<file path="src/logic/swarm_pkg.sv">
package swarm_pkg;

   // ========================================================================
   // limits and scalar types
   // ========================================================================

   // largest supported entry-count exponent of the task send buffer.
   localparam int MAX_LOG_TSB_SIZE = 4;

   typedef logic [31:0]                 ts_t;
   typedef logic [31:0]                 locale_t;
   typedef logic [3:0]                  tile_id_t;
   typedef logic [MAX_LOG_TSB_SIZE-1:0] tsb_entry_id_t;
   typedef logic [7:0]                  epoch_t;
   typedef logic [5:0]                  tq_slot_t;
   typedef logic [4:0]                  cq_slice_slot_t;
   typedef logic [1:0]                  child_id_t;

   // ========================================================================
   // opcodes and register map
   // ========================================================================

   typedef enum logic [3:0] {
      TASK_NOP      = 4'd0,
      TASK_COMPUTE  = 4'd1,
      TASK_SPILL    = 4'd2,
      TASK_SPLITTER = 4'd3
   } task_type_e;

   typedef enum logic [7:0] {
      TSB_LOG_N_TILES = 8'h20,
      TSB_ENTRY_VALID = 8'h24
   } tsb_reg_addr_e;

   // ========================================================================
   // channel payloads
   // ========================================================================

   typedef struct packed {
      ts_t        ts;
      locale_t    locale;
      task_type_e ttype;
      logic [15:0] args;
   } task_t;

   typedef struct packed {
      task_t          task_data;
      logic           tied;
      cq_slice_slot_t cq_slot;
      child_id_t      child_id;
   } child_req_t;

   typedef struct packed {
      tsb_entry_id_t tsb_id;
      logic          abort;
      logic          tied;
   } retry_req_t;

   typedef struct packed {
      task_t         task_data;
      logic          tied;
      tile_id_t      dest_tile;
      tsb_entry_id_t tsb_id;
   } enq_req_t;

   typedef struct packed {
      logic          ack;
      tsb_entry_id_t tsb_id;
      epoch_t        epoch;
      tq_slot_t      tq_slot;
   } tile_resp_t;

   typedef struct packed {
      logic           ack;
      tsb_entry_id_t  tsb_slot;
      epoch_t         epoch;
      tq_slot_t       tq_slot;
      tile_id_t       tile_id;
      cq_slice_slot_t cq_slot;
      child_id_t      child_id;
   } child_resp_t;

   typedef struct packed {
      tsb_reg_addr_e waddr;
      logic [31:0]   wdata;
   } reg_wr_t;

   typedef struct packed {
      logic [31:0] rdata;
   } reg_rd_t;

endpackage

</file>
<file path="src/logic/lowbit.sv">
module lowbit #(
   parameter int IN_WIDTH  = 8,
   parameter int OUT_WIDTH = 3
) (
   input  logic [IN_WIDTH-1:0]  in,
   output logic [OUT_WIDTH-1:0] out
);

   // scan from the top so that the lowest set bit is the last one to win.
   // an all-zero input leaves the index at zero.
   always_comb begin
      out = '0;
      for (int i = IN_WIDTH - 1; i >= 0; i--) begin
         if (in[i]) begin
            out = OUT_WIDTH'(i);
         end
      end
   end

endmodule

</file>
<file path="src/logic/tile_map.sv">
module tile_map (
   input  swarm_pkg::locale_t  locale,
   input  logic [4:0]          n_tiles,
   output swarm_pkg::tile_id_t dest
);
   import swarm_pkg::*;

   // the low four locale bits address within a tile, so they are skipped.
   logic [26:0] loc_hi;

   assign loc_hi = locale[30:4];

   // constant divisors per tile count keep each modulo a small fixed circuit.
   always_comb begin
      case (n_tiles)
         5'd1:    dest = '0;
         5'd2:    dest = tile_id_t'(locale[4]);
         5'd3:    dest = tile_id_t'(loc_hi % 27'd3);
         5'd4:    dest = tile_id_t'(locale[5:4]);
         5'd5:    dest = tile_id_t'(loc_hi % 27'd5);
         5'd6:    dest = tile_id_t'(loc_hi % 27'd6);
         5'd7:    dest = tile_id_t'(loc_hi % 27'd7);
         5'd8:    dest = tile_id_t'(locale[6:4]);
         5'd9:    dest = tile_id_t'(loc_hi % 27'd9);
         5'd10:   dest = tile_id_t'(loc_hi % 27'd10);
         5'd11:   dest = tile_id_t'(loc_hi % 27'd11);
         5'd12:   dest = tile_id_t'(loc_hi % 27'd12);
         default: dest = locale[7:4];
      endcase
   end

endmodule

</file>
<file path="src/logic/tsb_lvt_scan.sv">
module tsb_lvt_scan #(
   parameter int LOG_TSB_SIZE = 3
) (
   input  logic                       clk,
   input  logic                       rstn,
   input  logic [2**LOG_TSB_SIZE-1:0] entry_valid,
   input  swarm_pkg::ts_t             scan_ts,
   output logic [LOG_TSB_SIZE-1:0]    scan_idx,
   output swarm_pkg::ts_t             lvt
);
   import swarm_pkg::*;

   ts_t  rolling_min;
   logic seen_valid;
   logic cur_valid;

   assign cur_valid = entry_valid[scan_idx];

   // one entry per cycle. at index zero the minimum of the finished period
   // is published and a new period starts from entry zero.
   always_ff @(posedge clk) begin
      if (!rstn) begin
         scan_idx    <= '0;
         rolling_min <= '1;
         seen_valid  <= 1'b0;
         lvt         <= '0;
      end else begin
         scan_idx <= scan_idx + 1'b1;
         if (scan_idx == '0) begin
            lvt         <= rolling_min;
            rolling_min <= cur_valid ? scan_ts : '1;
            seen_valid  <= cur_valid;
         end else begin
            if (cur_valid && (scan_ts < rolling_min)) begin
               rolling_min <= scan_ts;
            end
            seen_valid <= seen_valid | cur_valid;
         end
      end
   end

   // a period that saw no live entry has to publish the idle value.
   a_idle_lvt: assert property (@(posedge clk) disable iff (!rstn)
      (scan_idx == '0 && !seen_valid) |=> (lvt == '1));

endmodule

</file>
<file path="src/logic/tsb.sv">
module tsb #(
   parameter int LOG_TSB_SIZE = 3,
   parameter int N_TILES      = 4
) (
   input  logic                   clk,
   input  logic                   rstn,
   input  logic                   s_valid,
   output logic                   s_ready,
   input  swarm_pkg::child_req_t  s_data,
   input  logic                   retry_valid,
   output logic                   retry_ready,
   input  swarm_pkg::retry_req_t  retry_data,
   output logic                   enq_valid,
   input  logic                   enq_ready,
   output swarm_pkg::enq_req_t    enq_data,
   input  logic                   resp_in_valid,
   output logic                   resp_in_ready,
   input  swarm_pkg::tile_resp_t  resp_in_data,
   output logic                   resp_out_valid,
   input  logic                   resp_out_ready,
   output swarm_pkg::child_resp_t resp_out_data,
   input  logic                   reg_wvalid,
   input  swarm_pkg::reg_wr_t     reg_wdata,
   input  logic                   reg_arvalid,
   input  logic [7:0]             reg_araddr,
   output logic                   reg_rvalid,
   output swarm_pkg::reg_rd_t     reg_rdata,
   output logic                   almost_full,
   output logic                   empty,
   output swarm_pkg::ts_t         lvt
);
   import swarm_pkg::*;

   localparam int N_ENTRIES = 2 ** LOG_TSB_SIZE;
   localparam int CNT_W     = LOG_TSB_SIZE + 1;
   localparam logic [CNT_W-1:0] FULL_MARK = CNT_W'(N_ENTRIES - 4);

   if (LOG_TSB_SIZE < 2 || LOG_TSB_SIZE > MAX_LOG_TSB_SIZE) begin : g_bad_size
      $error("tsb: LOG_TSB_SIZE must lie between 2 and MAX_LOG_TSB_SIZE");
   end

   // ========================================================================
   // entry table
   // ========================================================================

   logic [N_ENTRIES-1:0]    entry_valid;
   task_t                   entry_task     [N_ENTRIES];
   logic                    entry_tied     [N_ENTRIES];
   tile_id_t                entry_tile     [N_ENTRIES];
   cq_slice_slot_t          entry_cq_slot  [N_ENTRIES];
   child_id_t               entry_child_id [N_ENTRIES];

   logic [LOG_TSB_SIZE-1:0] next_free;
   logic [LOG_TSB_SIZE-1:0] retry_idx;
   logic [LOG_TSB_SIZE-1:0] resp_idx;
   logic [LOG_TSB_SIZE-1:0] scan_idx;
   tile_id_t                map_dest;
   logic [4:0]              n_tiles;
   logic [CNT_W-1:0]        occupancy;

   logic enq_free;
   logic s_fire;
   logic retry_fire;
   logic retry_resend;
   logic retry_drop;
   logic resp_fire;
   logic resp_free;
   logic resp_tied;

   lowbit #(
      .IN_WIDTH  (N_ENTRIES),
      .OUT_WIDTH (LOG_TSB_SIZE)
   ) u_free_sel (
      .in  (~entry_valid),
      .out (next_free)
   );

   tile_map u_tile_map (
      .locale  (s_data.task_data.locale),
      .n_tiles (n_tiles),
      .dest    (map_dest)
   );

   tsb_lvt_scan #(
      .LOG_TSB_SIZE (LOG_TSB_SIZE)
   ) u_lvt_scan (
      .clk         (clk),
      .rstn        (rstn),
      .entry_valid (entry_valid),
      .scan_ts     (entry_task[scan_idx].ts),
      .scan_idx    (scan_idx),
      .lvt         (lvt)
   );

   assign retry_idx = retry_data.tsb_id[LOG_TSB_SIZE-1:0];
   assign resp_idx  = resp_in_data.tsb_id[LOG_TSB_SIZE-1:0];

   // new tasks win over retries. a retry still gets through while a child
   // waits on a full table, so aborts can drain it.
   assign enq_free      = !enq_valid || enq_ready;
   assign s_ready       = enq_free && !entry_valid[next_free];
   assign retry_ready   = enq_free && !(s_valid && s_ready);
   assign resp_in_ready = !resp_out_valid;

   assign s_fire       = s_valid && s_ready;
   assign retry_fire   = retry_valid && retry_ready;
   assign retry_resend = retry_fire && !retry_data.abort;
   assign retry_drop   = retry_fire && retry_data.abort;
   assign resp_fire    = resp_in_valid && resp_in_ready;
   assign resp_free    = resp_fire && resp_in_data.ack;
   assign resp_tied    = resp_fire && entry_tied[resp_idx];

   always_ff @(posedge clk) begin
      if (!rstn) begin
         entry_valid <= '0;
      end else begin
         if (s_fire) begin
            entry_valid[next_free] <= 1'b1;
         end
         if (retry_drop) begin
            entry_valid[retry_idx] <= 1'b0;
         end
         if (resp_free) begin
            entry_valid[resp_idx] <= 1'b0;
         end
      end
   end

   always_ff @(posedge clk) begin
      if (!rstn) begin
         occupancy <= '0;
      end else begin
         occupancy <= occupancy + CNT_W'(s_fire) - CNT_W'(retry_drop) - CNT_W'(resp_free);
      end
   end

   assign almost_full = occupancy > FULL_MARK;
   assign empty       = entry_valid == '0;

   // ========================================================================
   // enqueue and child response registers
   // ========================================================================

   always_ff @(posedge clk) begin
      if (!rstn) begin
         enq_valid <= 1'b0;
      end else if (s_fire || retry_resend) begin
         enq_valid <= 1'b1;
      end else if (enq_valid && enq_ready) begin
         enq_valid <= 1'b0;
      end
   end

   always_ff @(posedge clk) begin
      if (s_fire) begin
         enq_data.task_data        <= s_data.task_data;
         enq_data.tied             <= s_data.tied;
         enq_data.dest_tile        <= map_dest;
         enq_data.tsb_id           <= tsb_entry_id_t'(next_free);
         entry_task[next_free]     <= s_data.task_data;
         entry_tied[next_free]     <= s_data.tied;
         entry_tile[next_free]     <= map_dest;
         entry_cq_slot[next_free]  <= s_data.cq_slot;
         entry_child_id[next_free] <= s_data.child_id;
      end else if (retry_resend) begin
         // the retry may change whether the task is tied.
         enq_data.task_data    <= entry_task[retry_idx];
         enq_data.tied         <= retry_data.tied;
         enq_data.dest_tile    <= entry_tile[retry_idx];
         enq_data.tsb_id       <= retry_data.tsb_id;
         entry_tied[retry_idx] <= retry_data.tied;
      end
   end

   always_ff @(posedge clk) begin
      if (!rstn) begin
         resp_out_valid <= 1'b0;
      end else if (resp_tied) begin
         resp_out_valid <= 1'b1;
      end else if (resp_out_valid && resp_out_ready) begin
         resp_out_valid <= 1'b0;
      end
   end

   always_ff @(posedge clk) begin
      if (resp_tied) begin
         resp_out_data.ack      <= resp_in_data.ack;
         resp_out_data.tsb_slot <= resp_in_data.tsb_id;
         resp_out_data.epoch    <= resp_in_data.epoch;
         resp_out_data.tq_slot  <= resp_in_data.tq_slot;
         resp_out_data.tile_id  <= entry_tile[resp_idx];
         resp_out_data.cq_slot  <= entry_cq_slot[resp_idx];
         resp_out_data.child_id <= entry_child_id[resp_idx];
      end
   end

   // ========================================================================
   // register bus
   // ========================================================================

   always_ff @(posedge clk) begin
      if (!rstn) begin
         n_tiles <= 5'(N_TILES);
      end else if (reg_wvalid && (reg_wdata.waddr == TSB_LOG_N_TILES)) begin
         n_tiles <= reg_wdata.wdata[4:0];
      end
   end

   always_ff @(posedge clk) begin
      if (!rstn) begin
         reg_rvalid <= 1'b0;
      end else begin
         reg_rvalid <= reg_arvalid;
      end
   end

   always_ff @(posedge clk) begin
      if (reg_arvalid) begin
         case (reg_araddr)
            TSB_ENTRY_VALID: reg_rdata.rdata <= 32'(entry_valid);
            TSB_LOG_N_TILES: reg_rdata.rdata <= 32'(n_tiles);
            default:         reg_rdata.rdata <= '0;
         endcase
      end
   end

   // the free-slot finder must point at a free entry whenever one exists.
   a_alloc_free: assert property (@(posedge clk) disable iff (!rstn)
      !(&entry_valid) |-> !entry_valid[next_free]);

   a_one_source: assert property (@(posedge clk) disable iff (!rstn)
      !(s_fire && retry_fire));

   // the network and the child manager only ever refer to live entries.
   a_resp_live: assert property (@(posedge clk) disable iff (!rstn)
      resp_fire |-> entry_valid[resp_idx]);

   a_retry_live: assert property (@(posedge clk) disable iff (!rstn)
      retry_fire |-> entry_valid[retry_idx]);

endmodule

</file>
<file path="src/logic/task_unit.sv">
module task_unit #(
   parameter int LOG_TSB_SIZE = 3,
   parameter int N_TILES      = 4
) (
   input  logic                   clk,
   input  logic                   rstn,
   input  logic                   s_valid,
   output logic                   s_ready,
   input  swarm_pkg::child_req_t  s_data,
   input  logic                   retry_valid,
   output logic                   retry_ready,
   input  swarm_pkg::retry_req_t  retry_data,
   output logic                   enq_valid,
   input  logic                   enq_ready,
   output swarm_pkg::enq_req_t    enq_data,
   input  logic                   resp_in_valid,
   output logic                   resp_in_ready,
   input  swarm_pkg::tile_resp_t  resp_in_data,
   output logic                   resp_out_valid,
   input  logic                   resp_out_ready,
   output swarm_pkg::child_resp_t resp_out_data,
   input  logic                   reg_wvalid,
   input  swarm_pkg::reg_wr_t     reg_wdata,
   input  logic                   reg_arvalid,
   input  logic [7:0]             reg_araddr,
   output logic                   reg_rvalid,
   output swarm_pkg::reg_rd_t     reg_rdata,
   output logic                   almost_full,
   output logic                   empty,
   output swarm_pkg::ts_t         lvt
);

   // the send buffer is the whole tile-side task unit for now.
   tsb #(
      .LOG_TSB_SIZE (LOG_TSB_SIZE),
      .N_TILES      (N_TILES)
   ) u_tsb (
      .*
   );

endmodule

</file>
<file path="config.mk">
export PLATFORM = sky130hd
export DESIGN_NAME = task_unit
export DESIGN_NICKNAME = d
export VERILOG_FILES = /design/src/logic/swarm_pkg.sv /design/src/logic/lowbit.sv /design/src/logic/tile_map.sv /design/src/logic/tsb_lvt_scan.sv /design/src/logic/tsb.sv /design/src/logic/task_unit.sv
export SDC_FILE = /design/constraint.sdc
export NUM_CORES = 1
export LEC_CHECK = 0
export ABC_AREA = 1
export ABC_CLOCK_PERIOD_IN_PS = 110200
export BUFFER_PORTS_ARGS = -buffer_cell sky130_fd_sc_hd__buf_4
export CAP_MARGIN = 20
export CELL_PAD_IN_SITES_DETAIL_PLACEMENT = 2
export CELL_PAD_IN_SITES_GLOBAL_PLACEMENT = 2
export CORE_UTILIZATION = 28
export CTS_BUF_LIST = sky130_fd_sc_hd__clkbuf_4 sky130_fd_sc_hd__clkbuf_8
export CTS_CLUSTER_SIZE = 14
export DETAILED_ROUTE_END_ITERATION = 6
export GPL_ROUTABILITY_DRIVEN = 0
export MAX_ROUTING_LAYER = met4
export PLACE_DENSITY = 0.62
export SYNTH_ARGS = -nofsm -noshare
export SYNTH_HDL_FRONTEND = slang
export SYNTH_SLANG_ARGS = --single-unit
</file>
<file path="constraint.sdc">
create_clock -name clk -period 110.2 [get_ports clk]
set_input_delay 5.51 -clock clk [delete_from_list [all_inputs] [get_ports clk]]
set_output_delay 5.51 -clock clk [all_outputs]
set_load 0.03 [all_outputs]
</file>
# --- After elaboration in Yosys (flattened, before gate mapping) ---
# Memory sizes are Yosys's and may differ from the RTL's. A register that Yosys moved wholly into a read port is not among the register bits.
# Cells that the tools add are included.
totals:
  ff_bits: 231
  mem_bits_rw: 768
  n_memories: 5
op_classes:
  addsub: 4
  n_div: 8
  n_lt_le_gt_ge: 9
  n_eq_ne: 15
  mux: 43
  n_bitwise: 6
  n_reduce_logical: 30
memory_table:
  columns: ["name", "words", "word_bits", "read_ports", "rd_clocked_by_memory_dff", "write_ports", "line_no", "rtl"]
  rows:
  - ["u_tsb.entry_task", 8, 84, 2, 1, 1, "tsb.sv:47", "task_t entry_task [N_ENTRIES];"]
  - ["u_tsb.entry_cq_slot", 8, 5, 1, 1, 1, "tsb.sv:50", "cq_slice_slot_t entry_cq_slot [N_ENTRIES];"]
  - ["u_tsb.entry_tile", 8, 4, 2, 1, 1, "tsb.sv:49", "tile_id_t entry_tile [N_ENTRIES];"]
  - ["u_tsb.entry_child_id", 8, 2, 1, 1, 1, "tsb.sv:51", "child_id_t entry_child_id [N_ENTRIES];"]
  - ["u_tsb.entry_tied", 8, 1, 1, 0, 1, "tsb.sv:48", "logic entry_tied [N_ENTRIES];"]
op_table:
  columns: ["cell", "count"]
  rows:
  - ["93-bit 2-to-1 mux", 2]
  - ["27-bit by 4-bit modulo with 27-bit output (second input constant)", 4]
  - ["32-bit 2-to-1 mux", 3]
  - ["27-bit by 3-bit modulo with 27-bit output (second input constant)", 3]
  - ["4-bit one-hot mux with 12 select lines", 1]
  - ["8-bit 2-to-1 mux", 5]
  - ["32-bit < comparator", 1]
  - ["3-bit 2-to-1 mux", 10]
  - ["27-bit by 2-bit modulo with 27-bit output (second input constant)", 1]
  - ["5-bit by 4-bit equality test with 1-bit output (second input constant)", 5]
  - ["8-bit by 6-bit equality test with 1-bit output (second input constant)", 3]
  - ["8-bit inverter", 3]
  - ["5-bit by 3-bit equality test with 1-bit output (second input constant)", 4]
  - ["8-bit AND", 2]
  - ["1-bit logical AND", 16]
  - ["3-bit by 4-bit < comparator with 1-bit output (second input constant)", 4]
  - ["1-bit 2-to-1 mux", 16]
  - ["8-bit one-hot mux with 2 select lines", 1]
  - ["5-bit by 2-bit equality test with 1-bit output (second input constant)", 2]
  - ["1-bit demux with 3-bit select", 3]
  - ["3-bit by 1-bit >= comparator with 1-bit output (second input constant)", 3]
  - ["8-bit logical NOT", 1]
  - ["8-bit OR", 1]
  - ["2-bit nonzero test", 4]
  - ["other kinds (10)", 17]

# --- Logic depth before layout (Yosys ltp) ---
# Gate-level depths: netlist (run 1).
logic_depth:
  ltp_word: 23
  ltp_mapped: 301
  mapped_depth_nobuf: 283

# --- Modules after synthesis ---
# Synthesis (run 1) repeated with hierarchy kept, for this count alone.
hier_totals:
  cells_unflattened: 6249
  area_unflattened_um2: 56314.0
by_module_without_submodules:
  columns: ["mod", "n_inst", "cells_each", "area_per_inst_um2", "seq_area_each_um2"]
  rows:
  - ["tsb", 1, 2738, 36188.5, 27386.3]
  - ["tile_map", 1, 3015, 16605.9, 0.0]
  - ["tsb_lvt_scan", 1, 477, 3424.5, 1341.3]
  - ["lowbit", 1, 19, 95.1, 0.0]

# --- Least setup slack after synthesis (run 1) ---
# No wires, ideal clock.
synth_path:
  kind: "input to register"
  from: "input port s_data[57] (netlist name)"
  to: "memory u_tsb.entry_tile[0][0] (netlist name) (data pin)"
  arrival_time_ns: 46.721
  slack_ns: 63.257
  cell_stages: 276
  n_path_buf: 21
  cell_sequence: "clkbuf_1 -> ha_1 -> o21ai_1 -> nand2_1 -> nand4_1 -> nand2_1 -> nand2_1 -> ha_1 -> inv_1 -> o21bai_1 -> nand2_1 -> nand2_1 -> nand2_4 -> nand2_1 -> nand2_1 -> ha_1 -> nand3_1 -> nand3_2 -> [... 240 more ...] -> nand3_4 -> nor2_8 -> nand2_4 -> buf_6 -> inv_2 -> or2_1 -> o21a_1 -> inv_1 -> ha_1 -> nand2_1 -> o21ai_0 -> a21oi_1 -> nand4_4 -> nor3_4 -> nand3_2 -> nand2_1 -> nand2_1 -> a21boi_1"
synth_between:
  elab_chain_len: 2
  word_cells_on_any_way: 9
synth_lines:
  columns: ["element", "line_no", "rtl"]
  rows:
  - ["start: declaration", "task_unit.sv:9", "input swarm_pkg::child_req_t s_data,"]
  - ["27-bit by 4-bit modulo with 27-bit output, or another cell as far along", "tile_map.sv:27", "5'd12: dest = tile_id_t'(loc_hi % 27'd12);"]
  - ["4-bit one-hot mux with 12 select lines *", "tile_map.sv:15", "case (n_tiles)"]
  - ["via u_tsb.map_dest[0]", "tsb.sv:57", "tile_id_t map_dest;"]
  - ["end: declaration", "tsb.sv:49", null]
# The timed path passes the listed nets; every way through them passes the cells marked *.

# --- Final worst setup path (run 1) ---
layout_path:
  from: "input port s_data[57] (netlist name)"
  to: "memory u_tsb.entry_tile[6][0] (netlist name) (data pin)"
# The elaborated chain is that of the path after synthesis.

==> results_dict.tcl, run 1 <==
set metrics [dict create \
    drt-wirelength-per-cell_microns 23.8 \
    grt_pass1_vias 49500 \
    avgSynthCellArea_sq_um 9.41 \
    initial_core_util_pct 28.2 \
    first_pass_iters 7 \
    fin_crit_ns 57.41 \
    final_common_cell "nand2_1" \
    crit_top_cell "nand2_1" \
    yosysUniqueCellTypes 84 \
    die_h_microns 448 \
    yosys_warnings 0 \
    syn_area_sq_um 55600 \
    io_buffer_count 317 \
    place_inst 8692 \
    crit_path_max_incr_delay_ns 0.75 \
    fill_cells 22100 \
    track_usage_pct 21.6 \
    hold_end "u_tsb.u_lvt_scan.lvt[12]" \
    synthSimpleGateAreaFrac_pct 23.5 \
    grt_pass1_wl_microns 318000 \
    num_io_pins 369 \
    clk_transition_reported_paths_ns 0.06 \
    critPathKind "input pin to flop" \
    numCtsBuffers 161 \
    synthAdderAreaFrac_pct 3.24 \
    cp-start-kind "input pin" \
    synth_flop_cell "edfxtp_1" \
    vias 45700 \
    hold_violations 0 \
    worst-path-max-fanout 39 \
    placed_area_sq_um 60600 \
    finalInstanceArea_sq_um 64000 \
    r2r-start "u_tsb.n_tiles[3]" \
    drv_cap 0 \
    cts_resized 0 \
    synth.area.mux_share_pct 0 \
    grt-ovfl-total 0 \
    drtIter0Drc 2251 \
    finalNetCount 6532 \
    fin_worst_skew_ns 0.0580 \
    synth_top_family_by_area "simple AND/OR/NAND/NOR gates" \
    die_area_sq_um 200000 \
    hold_slack_ns 0.502 \
    tightest_slew_ns 1.10 \
    cts_root_buf "clkbuf_8" \
    finalMaxSlewViolations 0 \
    rows 163 \
    critPathSlowestCell "a21oi_1" \
    synth_cells 5908 \
    synth-compound-area-share_pct 13.1 \
    hold_depth 2 \
    vias_per_cell 5.08 \
    min_path_type "flop to flop" \
    synth_xor_area_share_pct 1.56 \
    synth_seq_cells 986 \
    dpl.hpwl_microns 147000 \
    cts_tree "built" \
    fin_tns_setup_ns 0 \
    relSlewSlack_pct 26.9 \
    r2r_setup_slack_ns 55.77 \
    crit_required_ns 110.82 \
    die_w_microns 448 \
    finalWirelength_microns 214000 \
    cts_setup_buffers 0 \
    clkLatencyLatePin_ns 0.94 \
    cp.arrival_ns 58.03 \
    fmax_ghz 0.0174 \
    clock_path_buffers 3 \
    drc_errors 0 \
    synthArstFlopShare_pct 0 \
    critPathCaptureType "flop" \
    ys_seq_area_share_pct 51.7 \
    grt_start_max_net_pins 84 \
    status "finished clean" \
    synth-edff-count 898 \
    hp-start "u_tsb.u_lvt_scan.rolling_min[12]" \
    final_cell_mix "nand2_1, edfxtp_1, inv_1, nor2_1, o21ai_0" \
    r2r_end "u_tsb.entry_tile[6][0]" \
    htreeDepth 4 \
    finalCritPeriodShare_pct 52.1 \
    cts_sinks 986 \
    final_antenna_net_count 0 \
    rr_worst_depth 268 \
    area_growth_pct 15.0 \
    setup_violations 0 \
    grt_antenna_before_repair 21 \
    stdcell_count 8993 \
    cp-startpoint "s_data[57]" \
    cts_hold_buffers 0 \
    core-area_sq_um 197000 \
    rsz0062_at_grt "false" \
    drive_gt1_share_pct 18.3 \
]
[cells by family after synthesis]
logic type / after synthesis
and+or+nand+nor: 2599
AOI/OAI and AO/OA: 1177
DFF: 986
buffers and inverters: 905
adders and majority gates: 142
xor gates and xnor gates: 98
other: 1
[metrics by stage]
stage | setup WS (ns) | util [%]
2_1_floorplan | 63.26 | -
3_3_place_gp | 52.69 | 30.7
4_1_cts | 51.95 | 32.4
5_1_grt | 47.51 | 32.4
3_5_place_dp | 51.29 | 30.7
6_report | 52.79 | 32.4
[cell usage after synthesis (all sizes together) (7+ instances only)]
cell type	instances	area, sq um
xnor2	28	245
xor2	70	621
or4	25	189
o21bai	17	131
nor4	8	50.1
clkbuf	182	727
or2	27	171
o41ai	30	263
o22ai	347	2170
nand3	409	2720
a21oi	156	803
buf	79	678
o211ai	36	270
edfxtp	898	27000
o221ai	60	526
a221oi	10	87.6
nand4	147	1060
a21o	7	57.6
o21ai	444	2360
nor3	48	268
nand2	1221	5240
a32o	22	220
nand3b	28	218
clkinv	17	67.6
ha	139	1740
inv	626	2360
dfxtp	88	1760
nor2	678	3120
o21a	10	75.1
[cell type report]
cell class              count  area [sq um]  area share, %
flip-flops and latches    986         28700           44.9
multi-input cells        4040         23200           36.3
well taps                2640          3300           5.16
repair buffers            383          2920           4.57
clock buffers             206          2570           4.02
inverters                 644          2470           3.86
clock inverters            81           697           1.09
diodes                     13          32.5         0.0509
[routing by layer]
metal / track usage, % / part of all wire [%] / up-vias
met5: - / 0 / -
met2: 37.9 / 51 / 725
met1: 26.3 / 44 / 23300
met4: 5.80 / 2.1 / 0
li1: - / - / 21400
met3: 2.24 / 3.0 / 266
[flip-flops by register name (all words and copies together), names as in the netlist]
| register | flops |
|---|---|
| u_tsb.resp_out_data | 30 |
| u_tsb.entry_task | 672 |
| u_tsb.u_lvt_scan.scan_idx | 3 |
| u_tsb.entry_tied | 8 |
| u_tsb.reg_rvalid | 1 |
| u_tsb.occupancy | 4 |
| u_tsb.entry_valid | 8 |
| u_tsb.u_lvt_scan.rolling_min | 32 |
| u_tsb.entry_child_id | 16 |
| u_tsb.reg_rdata | 8 |
| u_tsb.entry_cq_slot | 40 |
| u_tsb.resp_out_valid | 1 |
| u_tsb.entry_tile | 32 |
| u_tsb.enq_data | 93 |
| u_tsb.enq_valid | 1 |
| u_tsb.u_lvt_scan.lvt | 32 |
| u_tsb.n_tiles | 5 |
[worst max path at each step]
stage	end	slack [ns]	depth (start not counted)
after floorplan	u_tsb.entry_tile[0][0]	63.26	276
after global placement	u_tsb.enq_data[7]	52.69	262
after detailed placement	u_tsb.entry_tile[5][0]	51.29	260
after CTS	u_tsb.entry_tile[5][0]	51.95	260
after global routing	u_tsb.entry_tile[6][0]	47.51	260
final	u_tsb.entry_tile[6][0]	52.79	260
[critical path: cells and delay by family]
kind | cells | cell delay [ns]
compound gates | 73 | 18.42
fa+ha+maj | 26 | 8.71
buf+inv | 38 | 4.50
simple gates | 123 | 20.63
Power of run 1 is not shown: default switching activity piles up to over one toggle a cycle in this logic, so the estimate is an artifact.
==> run 2, diff against run 1 <==
Settings changed: ABC_AREA 1 to 0, ABC_CLOCK_PERIOD_IN_PS 110200 to 54700, PLACE_DENSITY 0.62 to 0.58.
Clock period 110.2 ns to 54.7 ns, I/O delays scaled along.
==> run 2 against run 1 <==
Cell count decreased by 15%; wire length is 9.1% lower; count of clock-buffer cells in the layout rose by 15; setup slack got worse by 50 ns; area after synthesis shrank 7.9%; synthesized cell count fell by 28%; first-iteration DRC count fell by 14%; non-clock buffer count rose by 539; final area grew 0.71%.
==> results_dict.tcl, run 2 <==
set metrics [dict create \
    status "finished clean" \
    drt-wirelength-per-cell_microns 25.5 \
    fin_util_pct 35.5 \
    largest_register "u_tsb.entry_task" \
    grt-ovfl-total 0 \
    vias_per_cell 5.34 \
    htreeDepth 4 \
    crit_top_cell "ha_1" \
    critPathCaptureType "flop" \
    synth_top_area_share_pct 52.6 \
    synthArstFlopShare_pct 0 \
    synthTopCellsByArea "edfxtp_1, o22ai_1, dfxtp_1" \
    min_path_type "flop to flop" \
    grt_pass1_vias 44700 \
    worst-path-max-fanout 8 \
    finalMaxSlewViolations 0 \
    setup_violations 0 \
    relSlewSlack_pct 26.6 \
    power.density_nw_per_um2 67.5 \
    finalNetCount 5420 \
    largest_register_ffs 672 \
    yosysUniqueCellTypes 133 \
    vias 40600 \
    num_io_pins 369 \
    io_buffer_count 317 \
    crit_required_ns 55.42 \
    avgSynthCellArea_sq_um 12.1 \
    die_h_microns 430 \
    synth-compound-area-share_pct 16.4 \
    cts_tree "built" \
    fmax_ghz 0.0194 \
    final_cell_mix "buf_4, edfxtp_1, o22ai_1, nand2_1, nor2_1" \
    synthSimpleGateAreaFrac_pct 12.7 \
    grt_antenna_before_repair 12 \
    irDropWorstVdd_v 0.0000588 \
    grt_pass1_wl_microns 288000 \
    fin_worst_skew_ns 0.0431 \
    final_common_cell "buf_4" \
    numCtsBuffers 160 \
    drive_gt1_share_pct 30.4 \
    area_growth_pct 25.7 \
    grt_start_max_net_pins 97 \
    synth-edff-count 898 \
    cts_root_buf "clkbuf_8" \
    stdcell_count 7610 \
    finalPower_mw 4.35 \
    cts_hold_buffers 0 \
    rows 156 \
    synth_seq_cells 986 \
    drtIter0Drc 1944 \
    cp.arrival_ns 52.32 \
    critPathKind "input pin to flop" \
    track_usage_pct 21.1 \
    reg.largest.list "u_tsb.entry_task: 672 flops, u_tsb.enq_data: 93 flops, u_tsb.entry_cq_slot: 40 flops" \
    pre_cts_ws_ns -1.55 \
    core-area_sq_um 181000 \
    netlist_top_cells_count "edfxtp_1, o22ai_1, nand2_1" \
    synth.area.mux_share_pct 6.57 \
    tightest_slew_ns 1.10 \
    drc_errors 0 \
    critPathSlowestCell "or4b_1" \
    clkLatencyLatePin_ns 0.89 \
    static-leakage-power_nw 23.4 \
    clk_transition_reported_paths_ns 0.06 \
    finalCritPeriodShare_pct 94.3 \
    die_w_microns 430 \
    synth_cells 4244 \
    dpl.hpwl_microns 130000 \
    clock_path_buffers 3 \
    setup_slack_ns 3.10 \
    cp-start-kind "input pin" \
    initial_core_util_pct 28.3 \
    drv_cap 0 \
    fin_crit_ns 51.60 \
    fill_cells 19000 \
    yosysMostFrequentCell "edfxtp_1" \
    place_inst 7275 \
    crit_path_max_incr_delay_ns 0.54 \
    cts_sinks 986 \
    finalWirelength_microns 194000 \
    hold_violations 0 \
    die_area_sq_um 185000 \
    syn_area_sq_um 51200 \
    synthAdderAreaFrac_pct 3.55 \
    synth_xor_area_share_pct 2.01 \
    final_antenna_net_count 0 \
    first_pass_iters 5 \
    hold_slack_ns 0.466 \
    ys_seq_area_share_pct 56.1 \
    synth_top_area_cell "edfxtp_1" \
    synth_flop_cell "edfxtp_1" \
    synth_top_family_by_area "compound AO/OA/AOI/OAI gates" \
    yosys_warnings 0 \
]
[run 2: cell types whose count changed after synthesis, sizes merged, moves of 86 or more]
cell   delta
inv     -539
nor4    +104
mux2     +86
nand4   -116
nor2    -447
nand2   -907
mux2i    +86
nand3   -338
o21ai   -304
[run 2: kinds of logic (layout without fill, tap and decap cells)]
logic type,Yosys count,count (layout)
and+or+nand+nor,1230,1230
AOI/OAI and AO/OA,1192,1192
DFF,986,986
buffers and inverters,334,1298
muxes,240,240
adders and majority gates,144,144
xor gates and xnor gates,117,117
other,1,33
[run 2: power by group]
part | internal, mW | switching (mW)
clock | 0.368 | 0.309
sequential | 0.849 | 0.0138
combinational | 1.13 | 1.68
total | 2.35 | 2.00
[run 2: layout make-up]
cell class                 count  area [sq um]  area share [%]
antenna                        9          22.5          0.0350
tap                         2370          2970            4.60
multi-input combinational   2947         22100            34.2
timing repair buffer         922          6980            10.8
inverter                      87           329           0.511
sequential                   986         28700            44.6
clock buffer                 221          2730            4.24
clock inverter                68           604           0.938
[run 2: final timing paths]
kind | startpoint | to | slack (ns) | depth (start not counted)
worst max-delay path | s_data[58] | u_tsb.entry_tile[4][1] | 3.10 | 275
worst min-delay path | u_tsb.u_lvt_scan.lvt[3] | u_tsb.u_lvt_scan.lvt[3] | 0.47 | 2
worst max register to register | u_tsb.n_tiles[3] | u_tsb.entry_tile[4][1] | 3.81 | 277
worst min register to register | u_tsb.u_lvt_scan.lvt[3] | u_tsb.u_lvt_scan.lvt[3] | 0.47 | 2
[run 2: per-layer routing]
| metal | global-route usage [%] | part of all wire (%) | vias to the layer above |
|---|---|---|---|
| li1 | - | - | 18600 |
| met1 | 25.2 | 43 | 21200 |
| met2 | 37.6 | 52 | 657 |
| met3 | 2.17 | 2.7 | 241 |
| met4 | 5.49 | 2.1 | 0 |
| met5 | - | 0 | - |
[run 2: worst max-delay path: cells and delay by family]
family	cells	cell delay (ns)
AO/OA/AOI/OAI	107	16.94
adder cells (fa/ha/maj)	26	7.49
buffers and inverters	27	3.61
multiplexers	13	3.38
AND/OR/NAND/NOR	102	18.07
[run 2: through the flow]
step,instance area [sq um],TNS (ns)
after detailed placement,60100,-52.55
after floorplan,51400,0
after global placement,60100,-9.21
after global routing,64400,-12.10
final,64400,0
after CTS,63600,0
[run 2: timing repair]
action | 4_1_cts | 5_1_grt
buffers inserted | 3 | 32
resized for setup | 25 | 139
setup endpoints to repair | 36 | 36
pin swaps | 5 | 68
Note: power is estimated with default switching activity, not from simulation.
